<file path="src/hyperbus_pkg.sv">
`default_nettype none

package hyperbus_pkg;

    localparam int unsigned BURST_WIDTH   = 12;
    localparam int unsigned NR_CS         = 2;
    localparam int unsigned WAIT_CYCLES   = 6;  // initial latency, clk0 cycles
    localparam int unsigned RX_FIFO_DEPTH = 8;
    localparam int unsigned RX_WAIT_LEVEL = 5;  // fill that pauses the device clock

    localparam int unsigned WAIT_CNT_W = $clog2(WAIT_CYCLES + 1);
    localparam int unsigned RX_PTR_W   = $clog2(RX_FIFO_DEPTH);
    localparam int unsigned RX_CNT_W   = $clog2(RX_FIFO_DEPTH + 1);

    // 48-bit command/address, built as fields and sent as words
    typedef union packed {
        struct packed {
            logic        rw;           // 1 = read
            logic        addr_space;   // 0 = memory
            logic        burst_type;   // 1 = linear
            logic [28:0] addr_upper;
            logic [12:0] reserved;
            logic [2:0]  addr_lower;
        } fields;
        logic [0:2][15:0] words;       // word 0 goes out first
    } cmd_addr_t;

    typedef enum logic [3:0] {
        STANDBY,
        CMD_ADDR,
        WAIT2,
        WAIT,
        DATA_W,
        DATA_R,
        WAIT_R,
        END
    } hyper_trans_t;

endpackage

`default_nettype wire

</file>
<file path="src/hyperbus_ctrl_if.sv">
`default_nettype none

// controls from the transaction FSM to the data path
interface hyperbus_ctrl_if;

    logic [1:0] ca_sel;      // which CA word to send
    logic       en_write;    // data mux: tx data instead of CA
    logic       en_capture;  // read window open
    logic       dq_oe;
    logic       rwds_oe;

    modport fsm (
        output ca_sel,
        output en_write,
        output en_capture,
        output dq_oe,
        output rwds_oe
    );

    modport ddr (
        input en_write,
        input en_capture,
        input dq_oe,
        input rwds_oe
    );

    modport ca (
        input ca_sel
    );

endinterface

`default_nettype wire

</file>
<file path="src/hyperbus_cmd_addr.sv">
`default_nettype none

module hyperbus_cmd_addr
    import hyperbus_pkg::*;
(
    input  logic [31:0]        local_address_i,
    input  logic               local_write_i,
    hyperbus_ctrl_if.ca        ctrl,
    output logic [15:0]        ca_word_o
);

    cmd_addr_t cmd_addr;

    always_comb begin
        cmd_addr                   = '0;
        cmd_addr.fields.rw         = ~local_write_i;
        cmd_addr.fields.addr_space = 1'b0;  // memory space
        cmd_addr.fields.burst_type = 1'b1;  // linear burst
        cmd_addr.fields.addr_upper = local_address_i[31:3];
        cmd_addr.fields.addr_lower = local_address_i[2:0];  // column within the row
    end

    always_comb begin
        case (ctrl.ca_sel)
            2'd0:    ca_word_o = cmd_addr.words[0];
            2'd1:    ca_word_o = cmd_addr.words[1];
            2'd2:    ca_word_o = cmd_addr.words[2];
            default: ca_word_o = 16'h0000;
        endcase
    end

    // the fsm only ever steps through words 0..2
    always_comb begin
        assert final (ctrl.ca_sel != 2'd3)
            else $error("ca_sel selects a word past the command/address");
    end

endmodule

`default_nettype wire

</file>
<file path="src/hyperbus_ddr_io.sv">
`default_nettype none

module hyperbus_ddr_io (
    input  logic         clk0,
    input  logic         rst_ni,
    hyperbus_ctrl_if.ddr ctrl,
    input  logic [15:0]  ca_word_i,
    input  logic [15:0]  tx_data_i,
    input  logic [1:0]   tx_strb_i,
    input  logic         hyper_rwds_i,
    input  logic [7:0]   hyper_dq_hi_i,
    input  logic [7:0]   hyper_dq_lo_i,
    output logic [7:0]   hyper_dq_hi_o,
    output logic [7:0]   hyper_dq_lo_o,
    output logic [1:0]   hyper_rwds_o,
    output logic         hyper_dq_oe_o,
    output logic         hyper_rwds_oe_o,
    output logic [15:0]  rx_word_o,
    output logic         rx_strobe_o
);

    logic [15:0] dq_out_q;
    logic        capture;

    assign capture = ctrl.en_capture & hyper_rwds_i;

    always_ff @(posedge clk0 or negedge rst_ni) begin
        if (!rst_ni) begin
            hyper_dq_oe_o   <= 1'b0;
            hyper_rwds_oe_o <= 1'b0;
            hyper_rwds_o    <= 2'b00;
            rx_strobe_o     <= 1'b0;
        end else begin
            hyper_dq_oe_o   <= ctrl.dq_oe;
            hyper_rwds_oe_o <= ctrl.rwds_oe;
            hyper_rwds_o    <= ctrl.en_write ? tx_strb_i : 2'b00;  // mask, high = skip byte
            rx_strobe_o     <= capture;
        end
    end

    always_ff @(posedge clk0) begin
        dq_out_q <= ctrl.en_write ? tx_data_i : ca_word_i;
        if (capture) begin
            rx_word_o <= {hyper_dq_hi_i, hyper_dq_lo_i};  // rising edge byte is the high one
        end
    end

    assign hyper_dq_hi_o = dq_out_q[15:8];
    assign hyper_dq_lo_o = dq_out_q[7:0];

endmodule

`default_nettype wire

</file>
<file path="src/hyperbus_phy.sv">
`default_nettype none

module hyperbus_phy
    import hyperbus_pkg::*;
(
    input  logic                   clk0,
    input  logic                   rst_ni,
    // transactions
    input  logic                   trans_valid_i,
    output logic                   trans_ready_o,
    input  logic [31:0]            trans_address_i,
    input  logic [NR_CS-1:0]       trans_cs_i,
    input  logic                   trans_write_i,
    input  logic [BURST_WIDTH-1:0] trans_burst_i,
    // write data
    input  logic                   tx_valid_i,
    output logic                   tx_ready_o,
    input  logic [15:0]            tx_data_i,
    input  logic [1:0]             tx_strb_i,
    // read data
    output logic                   rx_valid_o,
    input  logic                   rx_ready_i,
    output logic [15:0]            rx_data_o,
    // device side
    output logic [NR_CS-1:0]       hyper_cs_no,
    output logic                   hyper_ck_en_o,
    output logic [1:0]             hyper_rwds_o,
    input  logic                   hyper_rwds_i,
    output logic                   hyper_rwds_oe_o,
    input  logic [7:0]             hyper_dq_hi_i,
    input  logic [7:0]             hyper_dq_lo_i,
    output logic [7:0]             hyper_dq_hi_o,
    output logic [7:0]             hyper_dq_lo_o,
    output logic                   hyper_dq_oe_o,
    output logic                   hyper_reset_no
);

    logic [31:0] local_address;
    logic        local_write;
    logic [15:0] ca_word;
    logic [15:0] rx_word;
    logic        rx_strobe;
    logic        rx_wait;

    hyperbus_ctrl_if i_ctrl_if ();

    assign hyper_reset_no = 1'b1;  // device never held in reset

    hyperbus_trans_fsm i_trans_fsm (
        .clk0            (clk0),
        .rst_ni          (rst_ni),
        .trans_valid_i   (trans_valid_i),
        .trans_address_i (trans_address_i),
        .trans_cs_i      (trans_cs_i),
        .trans_write_i   (trans_write_i),
        .trans_burst_i   (trans_burst_i),
        .tx_valid_i      (tx_valid_i),
        .rx_wait_i       (rx_wait),
        .trans_ready_o   (trans_ready_o),
        .tx_ready_o      (tx_ready_o),
        .local_address_o (local_address),
        .local_write_o   (local_write),
        .hyper_cs_no     (hyper_cs_no),
        .hyper_ck_en_o   (hyper_ck_en_o),
        .ctrl            (i_ctrl_if.fsm)
    );

    hyperbus_cmd_addr i_cmd_addr (
        .local_address_i (local_address),
        .local_write_i   (local_write),
        .ctrl            (i_ctrl_if.ca),
        .ca_word_o       (ca_word)
    );

    hyperbus_ddr_io i_ddr_io (
        .clk0            (clk0),
        .rst_ni          (rst_ni),
        .ctrl            (i_ctrl_if.ddr),
        .ca_word_i       (ca_word),
        .tx_data_i       (tx_data_i),
        .tx_strb_i       (tx_strb_i),
        .hyper_rwds_i    (hyper_rwds_i),
        .hyper_dq_hi_i   (hyper_dq_hi_i),
        .hyper_dq_lo_i   (hyper_dq_lo_i),
        .hyper_dq_hi_o   (hyper_dq_hi_o),
        .hyper_dq_lo_o   (hyper_dq_lo_o),
        .hyper_rwds_o    (hyper_rwds_o),
        .hyper_dq_oe_o   (hyper_dq_oe_o),
        .hyper_rwds_oe_o (hyper_rwds_oe_o),
        .rx_word_o       (rx_word),
        .rx_strobe_o     (rx_strobe)
    );

    hyperbus_rx_fifo i_rx_fifo (
        .clk0        (clk0),
        .rst_ni      (rst_ni),
        .rx_word_i   (rx_word),
        .rx_strobe_i (rx_strobe),
        .rx_ready_i  (rx_ready_i),
        .rx_data_o   (rx_data_o),
        .rx_valid_o  (rx_valid_o),
        .rx_wait_o   (rx_wait)
    );

endmodule

`default_nettype wire

</file>
<file path="src/hyperbus_rx_fifo.sv">
`default_nettype none

module hyperbus_rx_fifo
    import hyperbus_pkg::*;
(
    input  logic        clk0,
    input  logic        rst_ni,
    input  logic [15:0] rx_word_i,
    input  logic        rx_strobe_i,
    input  logic        rx_ready_i,
    output logic [15:0] rx_data_o,
    output logic        rx_valid_o,
    output logic        rx_wait_o
);

    logic [15:0]         mem [RX_FIFO_DEPTH];
    logic [RX_PTR_W-1:0] wr_ptr_q;
    logic [RX_PTR_W-1:0] rd_ptr_q;
    logic [RX_CNT_W-1:0] fill_q;
    logic                pop;

    assign pop        = rx_valid_o & rx_ready_i;
    assign rx_valid_o = (fill_q != '0);
    assign rx_data_o  = mem[rd_ptr_q];
    assign rx_wait_o  = (fill_q >= RX_CNT_W'(RX_WAIT_LEVEL));  // asks the fsm to stop the clock

    function automatic logic [RX_PTR_W-1:0] ptr_inc(input logic [RX_PTR_W-1:0] ptr);
        ptr_inc = (ptr == RX_PTR_W'(RX_FIFO_DEPTH - 1)) ? '0 : ptr + 1'b1;
    endfunction

    always_ff @(posedge clk0 or negedge rst_ni) begin
        if (!rst_ni) begin
            wr_ptr_q <= '0;
            rd_ptr_q <= '0;
            fill_q   <= '0;
        end else begin
            if (rx_strobe_i) begin
                wr_ptr_q <= ptr_inc(wr_ptr_q);
            end
            if (pop) begin
                rd_ptr_q <= ptr_inc(rd_ptr_q);
            end
            case ({rx_strobe_i, pop})
                2'b10:   fill_q <= fill_q + 1'b1;
                2'b01:   fill_q <= fill_q - 1'b1;
                default: fill_q <= fill_q;
            endcase
        end
    end

    always_ff @(posedge clk0) begin
        if (rx_strobe_i) begin
            mem[wr_ptr_q] <= rx_word_i;
        end
    end

    // the wait request must stop the device before the buffer overflows
    assert property (@(posedge clk0) disable iff (!rst_ni)
        rx_strobe_i |-> (fill_q < RX_CNT_W'(RX_FIFO_DEPTH)))
        else $error("rx fifo written while full");

endmodule

`default_nettype wire

</file>
<file path="src/hyperbus_trans_fsm.sv">
`default_nettype none

module hyperbus_trans_fsm
    import hyperbus_pkg::*;
(
    input  logic                   clk0,
    input  logic                   rst_ni,
    input  logic                   trans_valid_i,
    input  logic [31:0]            trans_address_i,
    input  logic [NR_CS-1:0]       trans_cs_i,
    input  logic                   trans_write_i,
    input  logic [BURST_WIDTH-1:0] trans_burst_i,
    input  logic                   tx_valid_i,
    input  logic                   rx_wait_i,
    output logic                   trans_ready_o,
    output logic                   tx_ready_o,
    output logic [31:0]            local_address_o,
    output logic                   local_write_o,
    output logic [NR_CS-1:0]       hyper_cs_no,
    output logic                   hyper_ck_en_o,
    hyperbus_ctrl_if.fsm           ctrl
);

    hyper_trans_t state_q, state_d;

    logic [WAIT_CNT_W-1:0]  wait_cnt_q;
    logic [BURST_WIDTH-1:0] burst_cnt_q;
    logic [1:0]             ca_cnt_q;

    // local copy of the transaction
    logic [31:0]            local_address_q;
    logic [NR_CS-1:0]       local_cs_q;
    logic                   local_write_q;
    logic [BURST_WIDTH-1:0] local_burst_q;

    logic             standby;
    logic [NR_CS-1:0] cs_sel;
    logic             clk_run_d;  // device clock runs next cycle
    logic             selected_d;
    logic             write_d;

    assign standby = (state_q == STANDBY);

    // in standby the incoming transaction bypasses the copy
    assign local_address_o = standby ? trans_address_i : local_address_q;
    assign local_write_o   = standby ? trans_write_i : local_write_q;
    assign cs_sel          = standby ? trans_cs_i : local_cs_q;

    always_comb begin
        state_d = state_q;
        case (state_q)
            STANDBY:  if (trans_valid_i && trans_ready_o) state_d = CMD_ADDR;
            CMD_ADDR: if (ca_cnt_q == 2'd2) state_d = WAIT2;
            WAIT2:    if (wait_cnt_q == '0) state_d = WAIT;
            WAIT: begin
                if (wait_cnt_q == '0) begin
                    state_d = local_write_q ? DATA_W : DATA_R;
                end
            end
            DATA_W:   if (burst_cnt_q == '0) state_d = END;
            DATA_R: begin
                if (burst_cnt_q == '0) begin
                    state_d = END;  // last word already taken, no pause needed
                end else if (rx_wait_i) begin
                    state_d = WAIT_R;
                end
            end
            WAIT_R:   if (!rx_wait_i) state_d = DATA_R;
            END:      if (wait_cnt_q == '0) state_d = STANDBY;
            default:  state_d = STANDBY;
        endcase
    end

    assign clk_run_d  = state_d inside {CMD_ADDR, WAIT2, WAIT, DATA_W, DATA_R};
    assign selected_d = clk_run_d || (state_d == WAIT_R);
    assign write_d    = (state_d == DATA_W);

    // controls lead the output registers by one cycle
    assign ctrl.ca_sel     = (state_q == CMD_ADDR && state_d == CMD_ADDR) ? ca_cnt_q + 2'd1 : 2'd0;
    assign ctrl.en_write   = write_d;
    assign ctrl.rwds_oe    = write_d;
    assign ctrl.dq_oe      = write_d || (state_d == CMD_ADDR);
    assign ctrl.en_capture = (state_q == DATA_R);
    assign tx_ready_o      = write_d;

    always_ff @(posedge clk0 or negedge rst_ni) begin
        if (!rst_ni) begin
            state_q       <= STANDBY;
            wait_cnt_q    <= '0;
            burst_cnt_q   <= '0;
            ca_cnt_q      <= '0;
            trans_ready_o <= 1'b0;
            hyper_ck_en_o <= 1'b0;
            hyper_cs_no   <= {NR_CS{1'b1}};
        end else begin
            state_q       <= state_d;
            trans_ready_o <= (state_d == STANDBY);
            hyper_ck_en_o <= clk_run_d;
            hyper_cs_no   <= ~(cs_sel & {NR_CS{selected_d}});
            case (state_q)
                STANDBY: ca_cnt_q <= '0;
                CMD_ADDR: begin
                    ca_cnt_q   <= ca_cnt_q + 2'd1;
                    wait_cnt_q <= WAIT_CNT_W'(WAIT_CYCLES - 1);
                end
                WAIT2: begin
                    if (wait_cnt_q == '0) begin
                        wait_cnt_q <= WAIT_CNT_W'(WAIT_CYCLES - 1);  // second latency half
                    end else begin
                        wait_cnt_q <= wait_cnt_q - 1'b1;
                    end
                end
                WAIT: begin
                    wait_cnt_q  <= wait_cnt_q - 1'b1;
                    burst_cnt_q <= local_burst_q - 1'b1;
                end
                DATA_W, DATA_R: begin
                    burst_cnt_q <= burst_cnt_q - 1'b1;
                    wait_cnt_q  <= WAIT_CNT_W'(WAIT_CYCLES - 1);  // guard time
                end
                END: wait_cnt_q <= wait_cnt_q - 1'b1;
                default: ;
            endcase
        end
    end

    always_ff @(posedge clk0) begin
        if (standby) begin
            local_address_q <= trans_address_i;
            local_cs_q      <= trans_cs_i;
            local_write_q   <= trans_write_i;
            local_burst_q   <= trans_burst_i;
        end
    end

    // write data has no stall path
    assert property (@(posedge clk0) disable iff (!rst_ni) tx_ready_o |-> tx_valid_i)
        else $error("tx data missing during write burst");

    assert property (@(posedge clk0) disable iff (!rst_ni)
        state_q inside {STANDBY, CMD_ADDR, WAIT2, WAIT, DATA_W, DATA_R, WAIT_R, END})
        else $error("illegal transaction state");

    assert property (@(posedge clk0) disable iff (!rst_ni) $onehot0(~hyper_cs_no))
        else $error("more than one chip selected");

endmodule

`default_nettype wire

</file>
<file path="config.mk">
export PLATFORM = sky130hd
export DESIGN_NAME = hyperbus_phy
export DESIGN_NICKNAME = d
export VERILOG_FILES = /design/src/hyperbus_pkg.sv /design/src/hyperbus_ctrl_if.sv /design/src/hyperbus_cmd_addr.sv /design/src/hyperbus_ddr_io.sv /design/src/hyperbus_phy.sv /design/src/hyperbus_rx_fifo.sv /design/src/hyperbus_trans_fsm.sv
export SDC_FILE = /design/constraint.sdc
export NUM_CORES = 1
export LEC_CHECK = 0
export BUFFER_PORTS_ARGS = -buffer_cell sky130_fd_sc_hd__buf_2
export CORE_ASPECT_RATIO = 0.8
export CORE_MARGIN = 3
export CORE_UTILIZATION = 58
export DETAILED_ROUTE_END_ITERATION = 7
export PLACE_DENSITY_LB_ADDON = 0.1
export SYNTH_ARGS = -nofsm -noshare
export SYNTH_HDL_FRONTEND = slang
export SYNTH_SLANG_ARGS = --single-unit
</file>
<file path="constraint.sdc">
create_clock -name clk0 -period 3.19 [get_ports clk0]
set_input_delay 0.319 -clock clk0 [delete_from_list [all_inputs] [get_ports clk0]]
set_output_delay 0.319 -clock clk0 [all_outputs]
set_load 0.01 [all_outputs]
</file>
==> results by group, run 1 <==
Global route
  • Vias in the first global route: approximately 6300
  • GRT overflow: 0
  • Overall routing resource usage: a little over a fifth
  • Initial antenna violation count: 0
  • Largest net degree at the start of global routing: 41
  • Global-route wire length before repair: 32840 µm

Worst hold path
  • HP Class: in2reg
  • Hold Path Cell Cnt: 3
  • Hold wc startpoint: trans_address_i[4]
  • Hold Path End: i_trans_fsm.local_address_q[4]$_DFF_P_

STA
  • Final worst-path cycle share: 94.97%
  • Relative slew margins: 38.92%
  • Fmax: 330.1 MHz
  • Worst-margin pin slew: 0.9162 ns
  • Fin crit period: slightly above 3 ns
  • Hold Vio Cnt, Final: 0
  • Setup TNS: 0 ns
  • Worst Skew: 0.02475 ns
  • Final Max Tran Viols: 0
  • Endpoints failing setup: 0
  • RSZ-0062 raised after global routing: false

Critical path
  • Critical Path AT: roughly 2.7 ns
  • R2r endpoint: i_trans_fsm.burst_cnt_q[6]$_DFFE_PN0P_
  • Setup crit end kind: output port
  • Worst R2R Path Depth: 8
  • Reg-to-reg startpoint: i_trans_fsm.state_q[3]$_DFF_PN0_
  • Slowest CP cell: dfrtp_1
  • Cell Chain, Critical Path: nor4b_2 -> nor2b_1 -> and4b_1 -> and4_4 -> buf_2
  • Critical path peak fanout: 16
  • CP Data Required Time: 2.87 ns
  • CP peak stage delay: 0.67 ns
  • R2r setup slk: 0.42 ns
  • Critical path startpoint category: flop
  • Critical path type: reg2out

Clocking
  • CTS Sinks: 247
  • CTS H-tree lvls: 1
  • Clock-pin slew on the worst setup and hold paths: 0.06 ns
  • CTS root buf: clkbuf_16
  • PostCTS Resize Cnt: 0
  • TritonCTS clock tree: yes
  • CTS buffer count: 24
  • Skew-Pair Late Insertion Delay: 0.52 ns
  • CTS max path bufs: 3

Pwr
  • Leakage: 4.663 nW
  • VDD IR-drop max: 0.4864 mV
  • Power consumption: 0.009166 W
  • PD cells: 753.5 nW/µm²

Detailed routing
  • Remaining routing DRC violations: 0
  • Vias post-DR: 6073
  • Via density: 5.762
  • Mean routed wirelength per cell: a little under 20 µm
  • Antenna-violating nets left: 0
  • DRT Wirelength: slightly above 20000 µm
  • Starting DRC count in detailed routing: 289
  • Drt first pass iters: 5

Synth
  • Ys Warns: 0
  • Commonest register cell after synthesis: edfxtp_1
  • Netlist Area Pre-Place: slightly above 10000 µm²
  • Netlist cell types: 72
  • Fraction of registers with async set/reset: 16.19%
  • Sequential-to-total area share from yosys stat: between 60 and 70%
  • Top cell type's share of synthesized area: a little under half
  • Number of synthesized register bits: 247
  • Mapped Cells: 641
  • Area leader, netlist: edfxtp_1
  • Mean Syn Cell Area: 15.80 µm²
  • Mapped Nets: 740
  • EDFF count, synth: between 150 and 200
  • Main area contributors after synthesis: edfxtp_1 46%, dfxtp_1 10%, dfrtp_1 9.4%

Layout
  • Commonest non-fill, non-tap cells in the layout: 156 x edfxtp_1, 127 x buf_2, 51 x dfxtp_1
  • Final net count: 915
  • Share of layout cells above drive strength 1: 34.93%
  • Syn-to-layout area delta: 20.11%
  • Most common cell after layout, fill and taps aside: edfxtp_1

Placement
  • Routability cong.: between 0.8 and 0.9
  • Final HPWL DP: 13060 µm
  • Port-buffer cells: 127

Run status
  • Status: finished clean

Floorplan
  • Area of the core: 16820 µm²
  • IO Pins: 130
  • Die width: 153.7 µm
  • Num rows: 42
  • Die ar.: 19090 µm²
  • Initial Util: about three fifths
  • Die height: 124.2 µm

Job
  • Max_cap viols: 0
-- flip-flops by register name, summed over array words and instances, names as in the netlist, 3 cells and up --
register / count
i_rx_fifo.fill_q: 4
i_ddr_io.rx_word_o: 16
i_trans_fsm.burst_cnt_q: 12
i_trans_fsm.state_q: 4
i_trans_fsm.local_address_q: 32
i_rx_fifo.mem: 128
i_trans_fsm.local_burst_q: 12
i_rx_fifo.rd_ptr_q: 3
i_trans_fsm.wait_cnt_q: 3
i_ddr_io.dq_out_q: 16
i_rx_fifo.wr_ptr_q: 3
-- layout make-up --
cell class / instances / area, µm²
fill: 1138 / 4652
antenna: 1 / 2.502
timing repair buffer: 180 / 1131
clock buffer: 28 / 615.6
inverter: 18 / 67.56
clock inverter: 15 / 136.4
multi-input combinational: 345 / 3226
tap: 220 / 275.3
sequential: 247 / 6710
-- synthesized netlist by cell type, drive strengths merged (4+ instances only) --
cell     instances
xnor2            4
mux2            63
mux4            32
a2bb2oi          4
dfxtp           51
and2             4
inv             18
buf             17
dfrtp           38
nand3            8
a21oi           18
nand3b           9
nand2           29
mux2i           12
a22o            12
ha              11
nor2            24
or4              4
o21ai           20
nor2b            4
clkbuf          15
edfxtp         156
nand2b           8
xor2             5
nor4             4
nor3            16
-- timing repair --
| item | CTS | global route |
|---|---|---|
| setup buffers | 0 | 1 |
| endpoints found under the setup margin | 0 | 1 |
| endpoints found under the hold margin | 66 | 0 |
| hold buffers | 29 | 0 |
-- layer usage --
layer  share of wire, %  global-route usage (%)  vias up  wire (µm)
li1                   -                       -     2816          -
met1                 42                   30.18     3024       8780
met2                 49                   36.14      197      10050
met3                6.8                   4.654       36       1404
met4                2.1                   5.516        0        428
met5                  0                       0        -          0
-- power by group --
group	leakage (nW)	switching (W)	total, W	internal (W)
registers	2.35	0.000223	0.00398	0.00375
clock network	0.362	0.00114	0.00269	0.00155
logic	1.95	0.00118	0.00250	0.00132
-- through the flow --
stage / cell area (µm²) / cells / hold WS, ns / utilization [%] / setup WS [ns]
6_report: 12160 / 1054 / 0.02014 / 72.34 / 0.1606
5_1_grt: 12160 / 1053 / 0.008780 / 72.32 / 0.004143
4_1_cts: 12140 / 1051 / 0.004324 / 72.22 / 0.06992
3_5_place_dp: 11100 / 979 / 0.4429 / 66.02 / 0.4749
3_3_place_gp: 11100 / 979 / 0.4413 / 66.02 / 0.6076
2_1_floorplan: 10130 / 641 / 0.02341 / - / 0.5466
-- critical path, delay by kind of cell, from the launching register on --
| kind | cells | cell delay, ns |
|---|---|---|
| buffers and inverters | 1 | 0.17 |
| DFF | 1 | 0.67 |
| and+or+nand+nor | 4 | 1.36 |
-- logic make-up (layout without fill, tap and decap cells) --
group	Yosys count	in the layout	synth area share (%)
adder cells (fa/ha/maj)	12	12	1.557
flip-flops	247	247	66.25
AO/OA/AOI/OAI	86	86	5.869
buffers and inverters	50	241	2.310
AND/OR/NAND/NOR	128	129	7.376
XOR/XNOR	9	9	0.7783
multiplexers	107	107	15.79
other	2	3	0.07416
-- worst max path at each step --
stage                                                     start                                 endpoint  slack, ns  cells after the start
final                          i_trans_fsm.state_q[0]$_DFF_PN0_                               tx_ready_o       0.16                      5
after global routing      i_trans_fsm.wait_cnt_q[0]$_DFFE_PN0P_                               tx_ready_o      0.004                      7
after CTS                      i_trans_fsm.state_q[0]$_DFF_PN0_                               tx_ready_o       0.07                      6
after detailed placement       i_trans_fsm.state_q[2]$_DFF_PN0_   i_trans_fsm.burst_cnt_q[6]$_DFFE_PN0P_       0.47                      8
after global placement         i_trans_fsm.state_q[2]$_DFF_PN0_   i_trans_fsm.burst_cnt_q[6]$_DFFE_PN0P_       0.61                      8
after floorplan                i_trans_fsm.state_q[3]$_DFF_PN0_  i_trans_fsm.burst_cnt_q[10]$_DFFE_PN0P_       0.55                     11
Note: power is estimated with default switching activity, not from simulation.
==> run 2, diff against run 1 <==
==> constraint.sdc (replaced) <==
create_clock -name clk0 -period 3 [get_ports clk0]
set_input_delay 0.3 -clock clk0 [delete_from_list [all_inputs] [get_ports clk0]]
set_output_delay 0.3 -clock clk0 [all_outputs]
set_load 0.01 [all_outputs]
==> results by group, run 2 (same netlist as run 1, synthesis figures left out) <==
Layout
  • Most flop-heavy register: i_rx_fifo.mem (unchanged)
  • Diodes inserted: 0 (was 1)
  • Syn-to-layout area delta: 21.31% (was 20.11%)
  • Most common cell after layout, fill and taps aside: edfxtp_1 (unchanged)
  • Share of layout cells above drive strength 1: 34.96% (was 34.93%)
  • Final net count: 922 (was 915)
  • Commonest non-fill, non-tap cells in the layout: 156 x edfxtp_1, 127 x buf_2, 51 x dfxtp_1 (unchanged)
  • Seq. cell area: 6710 µm² (unchanged)
  • Fill count: 1106 (was 1138)
  • Top Registers: i_rx_fifo.mem (128), i_trans_fsm.local_address_q (32) (unchanged)
  • Multi-input logic area: 3222 µm² (was 3226 µm²)
  • Max reg flops: 128 (unchanged)
  • Final non-filler cell total: 1061 (was 1054)

STA
  • Relative slew margins: 36.27% (was 38.92%)
  • Endpoints failing setup: 0 (unchanged)
  • Worst Skew: 0.009434 ns (was 0.02475 ns)
  • Fin crit period: 2.834 ns
  • RSZ-0062 raised after global routing: false (unchanged)
  • Hold Vio Cnt, Final: 0 (unchanged)
  • Setup TNS: 0 ns (unchanged)
  • Final worst-path cycle share: 94.48%
  • Final Max Tran Viols: 0 (unchanged)
  • Worst-margin pin slew: 0.9559 ns (was 0.9162 ns)
  • Fmax: approximately 350 MHz

Detailed routing
  • Remaining routing DRC violations: 0 (unchanged)
  • Met2 wire len: 10120 µm (was 10050 µm)
  • Vias post-DR: 6070 (was 6073)
  • Starting DRC count in detailed routing: 342 (was 289)
  • Antenna-violating nets left: 0 (unchanged)
  • Top Metal Used: met4 (unchanged)
  • DRT Wirelength: 20910 µm (was 20660 µm)
  • M1 wire length: 8949 µm (was 8780 µm)
  • Routed length on met3: 1322 µm (was 1404 µm)
  • Drt first pass iters: 5 (unchanged)
  • Mean routed wirelength per cell: 19.71 µm (was 19.60 µm)
  • Via density: 5.721 (was 5.762)

Placement
  • Final HPWL DP: 12740 µm (was 13060 µm)
  • Placed insts: 977 (was 979)
  • Port-buffer cells: 127 (unchanged)
  • Routability cong.: 0.8365 (was 0.8526)

Clocking
  • CTS root buf: clkbuf_16 (unchanged)
  • TritonCTS clock tree: yes (unchanged)
  • Skew-Pair Late Insertion Delay: 0.51 ns (was 0.52 ns)
  • CTS buffer count: 24 (unchanged)
  • CTS max path bufs: 3 (unchanged)
  • Clock-pin slew on the worst setup and hold paths: 0.06 ns (about the same)
  • CTS Sinks: 247 (unchanged)
  • CTS H-tree lvls: 1 (unchanged)

Critical path
  • CP Data Required Time: 2.70 ns (was 2.87 ns)
  • Critical path type: reg2out (unchanged)
  • Critical path startpoint category: flop (unchanged)
  • Critical path peak fanout: 6 (was 16)
  • Critical Path AT: 2.53 ns (was 2.71 ns)
  • Setup crit end kind: output port (unchanged)

Floorplan
  • Die ar.: 19090 µm² (unchanged)
  • Die height: 124.2 µm (unchanged)
  • IO Pins: 130 (unchanged)
  • Die width: 153.7 µm (unchanged)
  • Area of the core: 16820 µm² (unchanged)
  • Initial Util: 60.22% (unchanged)
  • Num rows: 42 (unchanged)

Global route
  • GRT overflow: 0 (unchanged)
  • Largest net degree at the start of global routing: 46 (was 41)
  • Initial antenna violation count: 0 (unchanged)
  • Overall routing resource usage: 22.10% (was 21.82%)
  • Global-route wire length before repair: 32850 µm (was 32840 µm)
  • Vias in the first global route: 6319 (was 6288)

Job
  • Max_cap viols: 0 (unchanged)

Pwr
  • Leakage: 4.729 nW (was 4.663 nW)
  • PD cells: 809.3 nW/µm² (was 753.5 nW/µm²)
  • VDD IR-drop max: 0.5399 mV (was 0.4864 mV)

Run status
  • Status: finished clean (unchanged)

Worst hold path
  • HP Class: in2reg (unchanged)
-- run 2: cell count changes in the layout (fill, tap and decap cells not counted), sizes merged --
cell / change
clkinvlp: -1
clkinv: -1
bufinv: +2
inv: -1
diode: -1
dlygate4sd3: +6
buf: +1
clkbuf: +2
-- run 2: worst paths after layout --
| kind | cells past startpoint | slack (ns) | start | endpoint |
|---|---|---|---|---|
| worst max-delay path | 7 | 0.17 | i_trans_fsm.wait_cnt_q[0]$_DFFE_PN0P_ | tx_ready_o |
| worst min-delay path | 2 | 0.02 | tx_data_i[9] | i_ddr_io.dq_out_q[9]$_DFF_P_ |
| worst max register to register | 8 | 0.34 | i_trans_fsm.state_q[2]$_DFF_PN0_ | i_trans_fsm.burst_cnt_q[6]$_DFFE_PN0P_ |
| worst min register to register | 2 | 0.47 | i_trans_fsm.local_address_q[3]$_DFF_P_ | i_trans_fsm.local_address_q[3]$_DFF_P_ |
| max in group asynchronous | 2 | 1.86 | rst_ni | i_rx_fifo.rd_ptr_q[0]$_DFFE_PN0P_ |
| min in group asynchronous | 2 | 0.48 | rst_ni | i_trans_fsm.burst_cnt_q[3]$_DFFE_PN0P_ |
-- run 2: per-stage QoR --
| step | hold slack [ns] | cell area (µm²) | total power, W | setup WS, ns | utilization (%) |
|---|---|---|---|---|---|
| 3_5_place_dp | 0.4542 | 11080 | 0.006918 | 0.3776 | 65.89 |
| 4_1_cts | 0.0003651 | 12240 | 0.01002 | 0.01032 | 72.81 |
| 5_1_grt | 0.005183 | 12290 | 0.01044 | 0.03991 | 73.06 |
| 2_1_floorplan | 0.004409 | 10130 | 0.006149 | 0.3566 | - |
| 6_report | 0.01768 | 12290 | 0.009943 | 0.1657 | 73.06 |
| 3_3_place_gp | 0.4436 | 11080 | 0.006818 | 0.4636 | 65.89 |
-- run 2: final cells by class --
| cell class | count | area share (%) |
|---|---|---|
| well taps | 220 | 2.241 |
| flip-flops and latches | 247 | 54.62 |
| multi-input cells | 345 | 26.22 |
| clock inverters | 14 | 1.456 |
| clock buffers | 30 | 5.153 |
| inverters | 18 | 0.5500 |
| repair buffers | 187 | 9.757 |
-- run 2: timing repair --
item | 4_1_cts | 5_1_grt
hold buffers | 34 | 1
gates cloned | 1 | 0
setup buffers | 0 | 4
hold endpoints to repair | 71 | 1
setup endpoints to repair | 1 | 1
pin swaps | 1 | 1
gates resized for setup | 0 | 1
-- run 2: critical path: stages (launching register included) --
cell,delay (ns)
dfrtp_1,0.39
inv_1,0.08
ha_1,0.19
nor2b_1,0.27
and4b_1,0.25
a31oi_2,0.34
and4_4,0.36
buf_2,0.15
-- run 2: per-layer routing --
| layer | global-route usage [%] | vias to the layer above |
|---|---|---|
| met4 | 6.067 | 0 |
| li1 | - | 2836 |
| met2 | 37.21 | 178 |
| met1 | 29.32 | 3019 |
| met5 | 0 | - |
| met3 | 5.384 | 37 |
-- run 2: report_power, final --
part	switching [W]	internal, W	leakage [nW]
logic	0.00118	0.00141	1.99
clock network	0.00120	0.00184	0.391
registers	0.000315	0.00399	2.35
==> run 3, diff against run 2 <==
--- a/config.mk
+++ b/config.mk
@@ -13,4 +13,5 @@
 export PLACE_DENSITY_LB_ADDON = 0.1
 export SYNTH_ARGS = -nofsm -noshare
 export SYNTH_HDL_FRONTEND = slang
+export SYNTH_HIERARCHICAL = 1
 export SYNTH_SLANG_ARGS = --single-unit
==> results by group, run 3 <==
Detailed routing
  • DRT Wirelength: 20830 µm (was 20910 µm)
  • Antenna-violating nets left: 0 (unchanged)
  • Via density: 5.670 (was 5.721)
  • Mean routed wirelength per cell: 19.22 µm (was 19.71 µm)
  • Drt first pass iters: 4 (was 5)
  • Vias post-DR: 6146 (was 6070)
  • Remaining routing DRC violations: 0 (unchanged)
  • Starting DRC count in detailed routing: 441 (was 342)

Clocking
  • CTS H-tree lvls: 1 (unchanged)
  • Clock-pin slew on the worst setup and hold paths: 0.06 ns (about the same)
  • Skew-Pair Late Insertion Delay: 0.51 ns (about the same)
  • TritonCTS clock tree: yes (unchanged)
  • CTS root buf: clkbuf_16 (unchanged)
  • CTS buffer count: 24 (unchanged)
  • CTS Sinks: 247 (unchanged)
  • CTS max path bufs: 3 (unchanged)

Floorplan
  • Area of the core: 16970 µm² (was 16820 µm²)
  • Die height: 125.3 µm (was 124.2 µm)
  • Die ar.: 19430 µm² (was 19090 µm²)
  • Num rows: 42 (unchanged)
  • Initial Util: 60.77% (was 60.22%)
  • Die width: 155.1 µm (was 153.7 µm)
  • IO Pins: 130 (unchanged)

Synth
  • Netlist cell types: 69 (was 72)
  • Count leader, synth: edfxtp_1 (unchanged)
  • Ys Warns: 6 (was 0)
  • Mapped Nets: 748 (was 740)
  • Sequential-to-total area share from yosys stat: 65.04% (was 66.25%)
  • Mean Syn Cell Area: 15.87 µm² (was 15.80 µm²)
  • Top cell type's share of synthesized area: 45.41% (was 46.26%)
  • Number of synthesized register bits: 247 (unchanged)
  • EDFF count, synth: 156 (unchanged)
  • Main area contributors after synthesis: edfxtp_1 45%, dfxtp_1 9.9%, dfrtp_1 9.2% (was edfxtp_1 46%, dfxtp_1 10%, dfrtp_1 9.4%)
  • Mapped Cells: 650 (was 641)
  • Netlist Area Pre-Place: 10310 µm² (was 10130 µm²)
  • Synth cell count leaders: 156 x edfxtp_1, 62 x mux2_2, 51 x dfxtp_1, 49 x nor2_1, 38 x dfrtp_1 (was 156 x edfxtp_1, 51 x dfxtp_1, 46 x mux2_2, 38 x dfrtp_1, 32 x mux4_2)
  • Fraction of registers with async set/reset: 16.19% (unchanged)
  • Commonest register cell after synthesis: edfxtp_1 (unchanged)
  • Area leader, netlist: edfxtp_1 (unchanged)

Worst hold path
  • HP Class: in2reg (unchanged)

STA
  • Hold Vio Cnt, Final: 0 (unchanged)
  • Endpoints failing setup: 0 (unchanged)
  • Fmax: 352.8 MHz (about the same)
  • RSZ-0062 raised after global routing: false (unchanged)
  • Setup TNS: 0 ns (unchanged)
  • Fin crit period: 2.834 ns (about the same)
  • Final worst-path cycle share: 94.48% (about the same)
  • Relative slew margins: 36.92% (was 36.27%)
  • Worst-margin pin slew: 0.9462 ns (was 0.9559 ns)
  • Worst Skew: 0.005936 ns (was 0.009434 ns)
  • Final Max Tran Viols: 0 (unchanged)

Placement
  • Routability cong.: 0.8216 (was 0.8365)
  • Final HPWL DP: 12800 µm (was 12740 µm)
  • Port-buffer cells: 127 (unchanged)
  • Placement Cell Area: 11290 µm² (was 11080 µm²)

Layout
  • Commonest non-fill, non-tap cells in the layout: 156 x edfxtp_1, 127 x buf_2, 62 x mux2_2 (was 156 x edfxtp_1, 127 x buf_2, 51 x dfxtp_1)
  • Top Registers: i_rx_fifo/mem (128), i_trans_fsm/local_address_q (32) (was i_rx_fifo.mem (128), i_trans_fsm.local_address_q (32))
  • Max reg flops: 128 (unchanged)
  • Diodes inserted: 0 (unchanged)
  • Most common cell after layout, fill and taps aside: edfxtp_1 (unchanged)
  • Final net count: 944 (was 922)
  • Final Util: 73.62% (was 73.06%)
  • Share of layout cells above drive strength 1: 35.65% (was 34.96%)
  • Most flop-heavy register: i_rx_fifo/mem (was i_rx_fifo.mem)
  • Fin area: 12500 µm² (was 12290 µm²)
  • Syn-to-layout area delta: 21.14% (was 21.31%)

Pwr
  • VDD IR-drop max: 0.4888 mV (was 0.5399 mV)
  • Power consumption: 0.008992 W (was 0.009943 W)
  • PD cells: 719.6 nW/µm² (was 809.3 nW/µm²)
  • Leakage: 4.868 nW (was 4.729 nW)

Run status
  • Status: finished clean (unchanged)

Critical path
  • Critical path type: reg2out (unchanged)
  • Critical path peak fanout: 3 (was 6)
  • Critical path startpoint category: flop (unchanged)
  • Critical Path AT: 2.53 ns (about the same)
  • CP Data Required Time: 2.70 ns (about the same)
  • Setup crit end kind: output port (unchanged)

Job
  • Max_cap viols: 0 (unchanged)

Global route
  • Initial antenna violation count: 1 (was 0)
  • Largest net degree at the start of global routing: 41 (was 46)
  • Global-route wire length before repair: 33300 µm (was 32850 µm)
  • Overall routing resource usage: 21.44% (was 22.10%)
  • GRT overflow: 0 (unchanged)
  • Vias in the first global route: 6516 (was 6319)
[run 3: changes by cell type in the layout (fill, tap and decap cells not counted), moves of 9 or more]
cell and delta:
buf_4 +14, mux4_1 +23, inv_1 -9, mux2i_1 +9, a22o_1 -11, mux4_2 -23
nor2_1 +24, mux2_2 +16
[run 3: worst max-delay path: stages (launching register included)]
cell and delay (ns):
dfrtp_1 0.37, inv_1 0.08, ha_1 0.24, or2_2 0.28
a21oi_1 0.15, nor4_1 0.05, or2_1 0.27, nor4_4 0.28
buf_4 0.18, buf_2 0.13
[run 3: report_power, final]
| part | switching (W) | internal [W] |
|---|---|---|
| Combinational | 0.000949 | 0.00112 |
| Sequential | 0.000109 | 0.00383 |
| Clock | 0.00125 | 0.00173 |
| Total | 0.00230 | 0.00669 |
[run 3: logic make-up (layout without fill, tap and decap cells)]
group                      after synthesis  after routing  share of synthesized area, %
other                                    2              2                       0.07281
adders and majority gates               11             11                         1.334
xor gates and xnor gates                 8              8                        0.6792
muxes                                  125            125                         18.09
buffers and inverters                   43            257                         2.802
and+or+nand+nor                        144            144                         7.387
AOI/OAI and AO/OA                       70             70                         4.597
DFF                                    247            247                         65.04
[run 3: routing by layer]
metal | track usage (%) | vias up | share of wire, %
met3 | 5.112 | 29 | 6.2
met4 | 4.569 | 2 | 1.7
met2 | 36.54 | 167 | 49
met5 | 0 | - | 0.034
li1 | - | 2895 | -
met1 | 28.40 | 3053 | 43
[run 3: timing repair]
item / 4_1_cts / 5_1_grt
setup buffers: 3 / 0
resized for setup: 0 / 1
endpoints found under the setup margin: 1 / 1
pin swaps: 1 / 0
hold buffers: 38 / 0
hold endpoints to repair: 75 / 0
[run 3: cell type report]
class	instances	area [µm²]
multi-input cells	360	3343
clock inverters	15	151.4
fillers	1090	4478
flip-flops and latches	247	6709
well taps	220	275.3
inverters	9	33.78
clock buffers	29	649.4
repair buffers	204	1334
[run 3: through the flow]
stage | worst slack, ns | std cells | hold WS [ns]
3_3_place_gp | 0.1071 | 999 | 0.4560
5_1_grt | 0.05052 | 1084 | 0.001733
3_5_place_dp | 0.03816 | 999 | 0.4578
4_1_cts | 0.1153 | 1084 | 0.0002875
6_report | 0.1657 | 1084 | 0.01416
2_1_floorplan | 0.3540 | 650 | 0.004409
[run 3: worst paths after layout]
check | startpoint | endpoint | slack (ns) | depth (start not counted)
setup / recovery | i_trans_fsm/ca_cnt_q[0]$_DFFE_PN0P_ | tx_ready_o | 0.17 | 9
hold / removal | tx_data_i[4] | i_ddr_io/dq_out_q[4]$_DFF_P_ | 0.01 | 2
setup reg to reg | i_trans_fsm/state_q[3]$_DFF_PN0_ | i_trans_fsm/burst_cnt_q[10]$_DFFE_PN0P_ | 0.26 | 9
hold reg to reg | i_trans_fsm/local_cs_q[0]$_DFF_P_ | i_trans_fsm/local_cs_q[0]$_DFF_P_ | 0.47 | 1
max in group asynchronous | rst_ni | i_rx_fifo/rd_ptr_q[2]$_DFFE_PN0N_ | 1.92 | 2
min in group asynchronous | rst_ni | i_trans_fsm/burst_cnt_q[9]$_DFFE_PN0P_ | 0.49 | 2
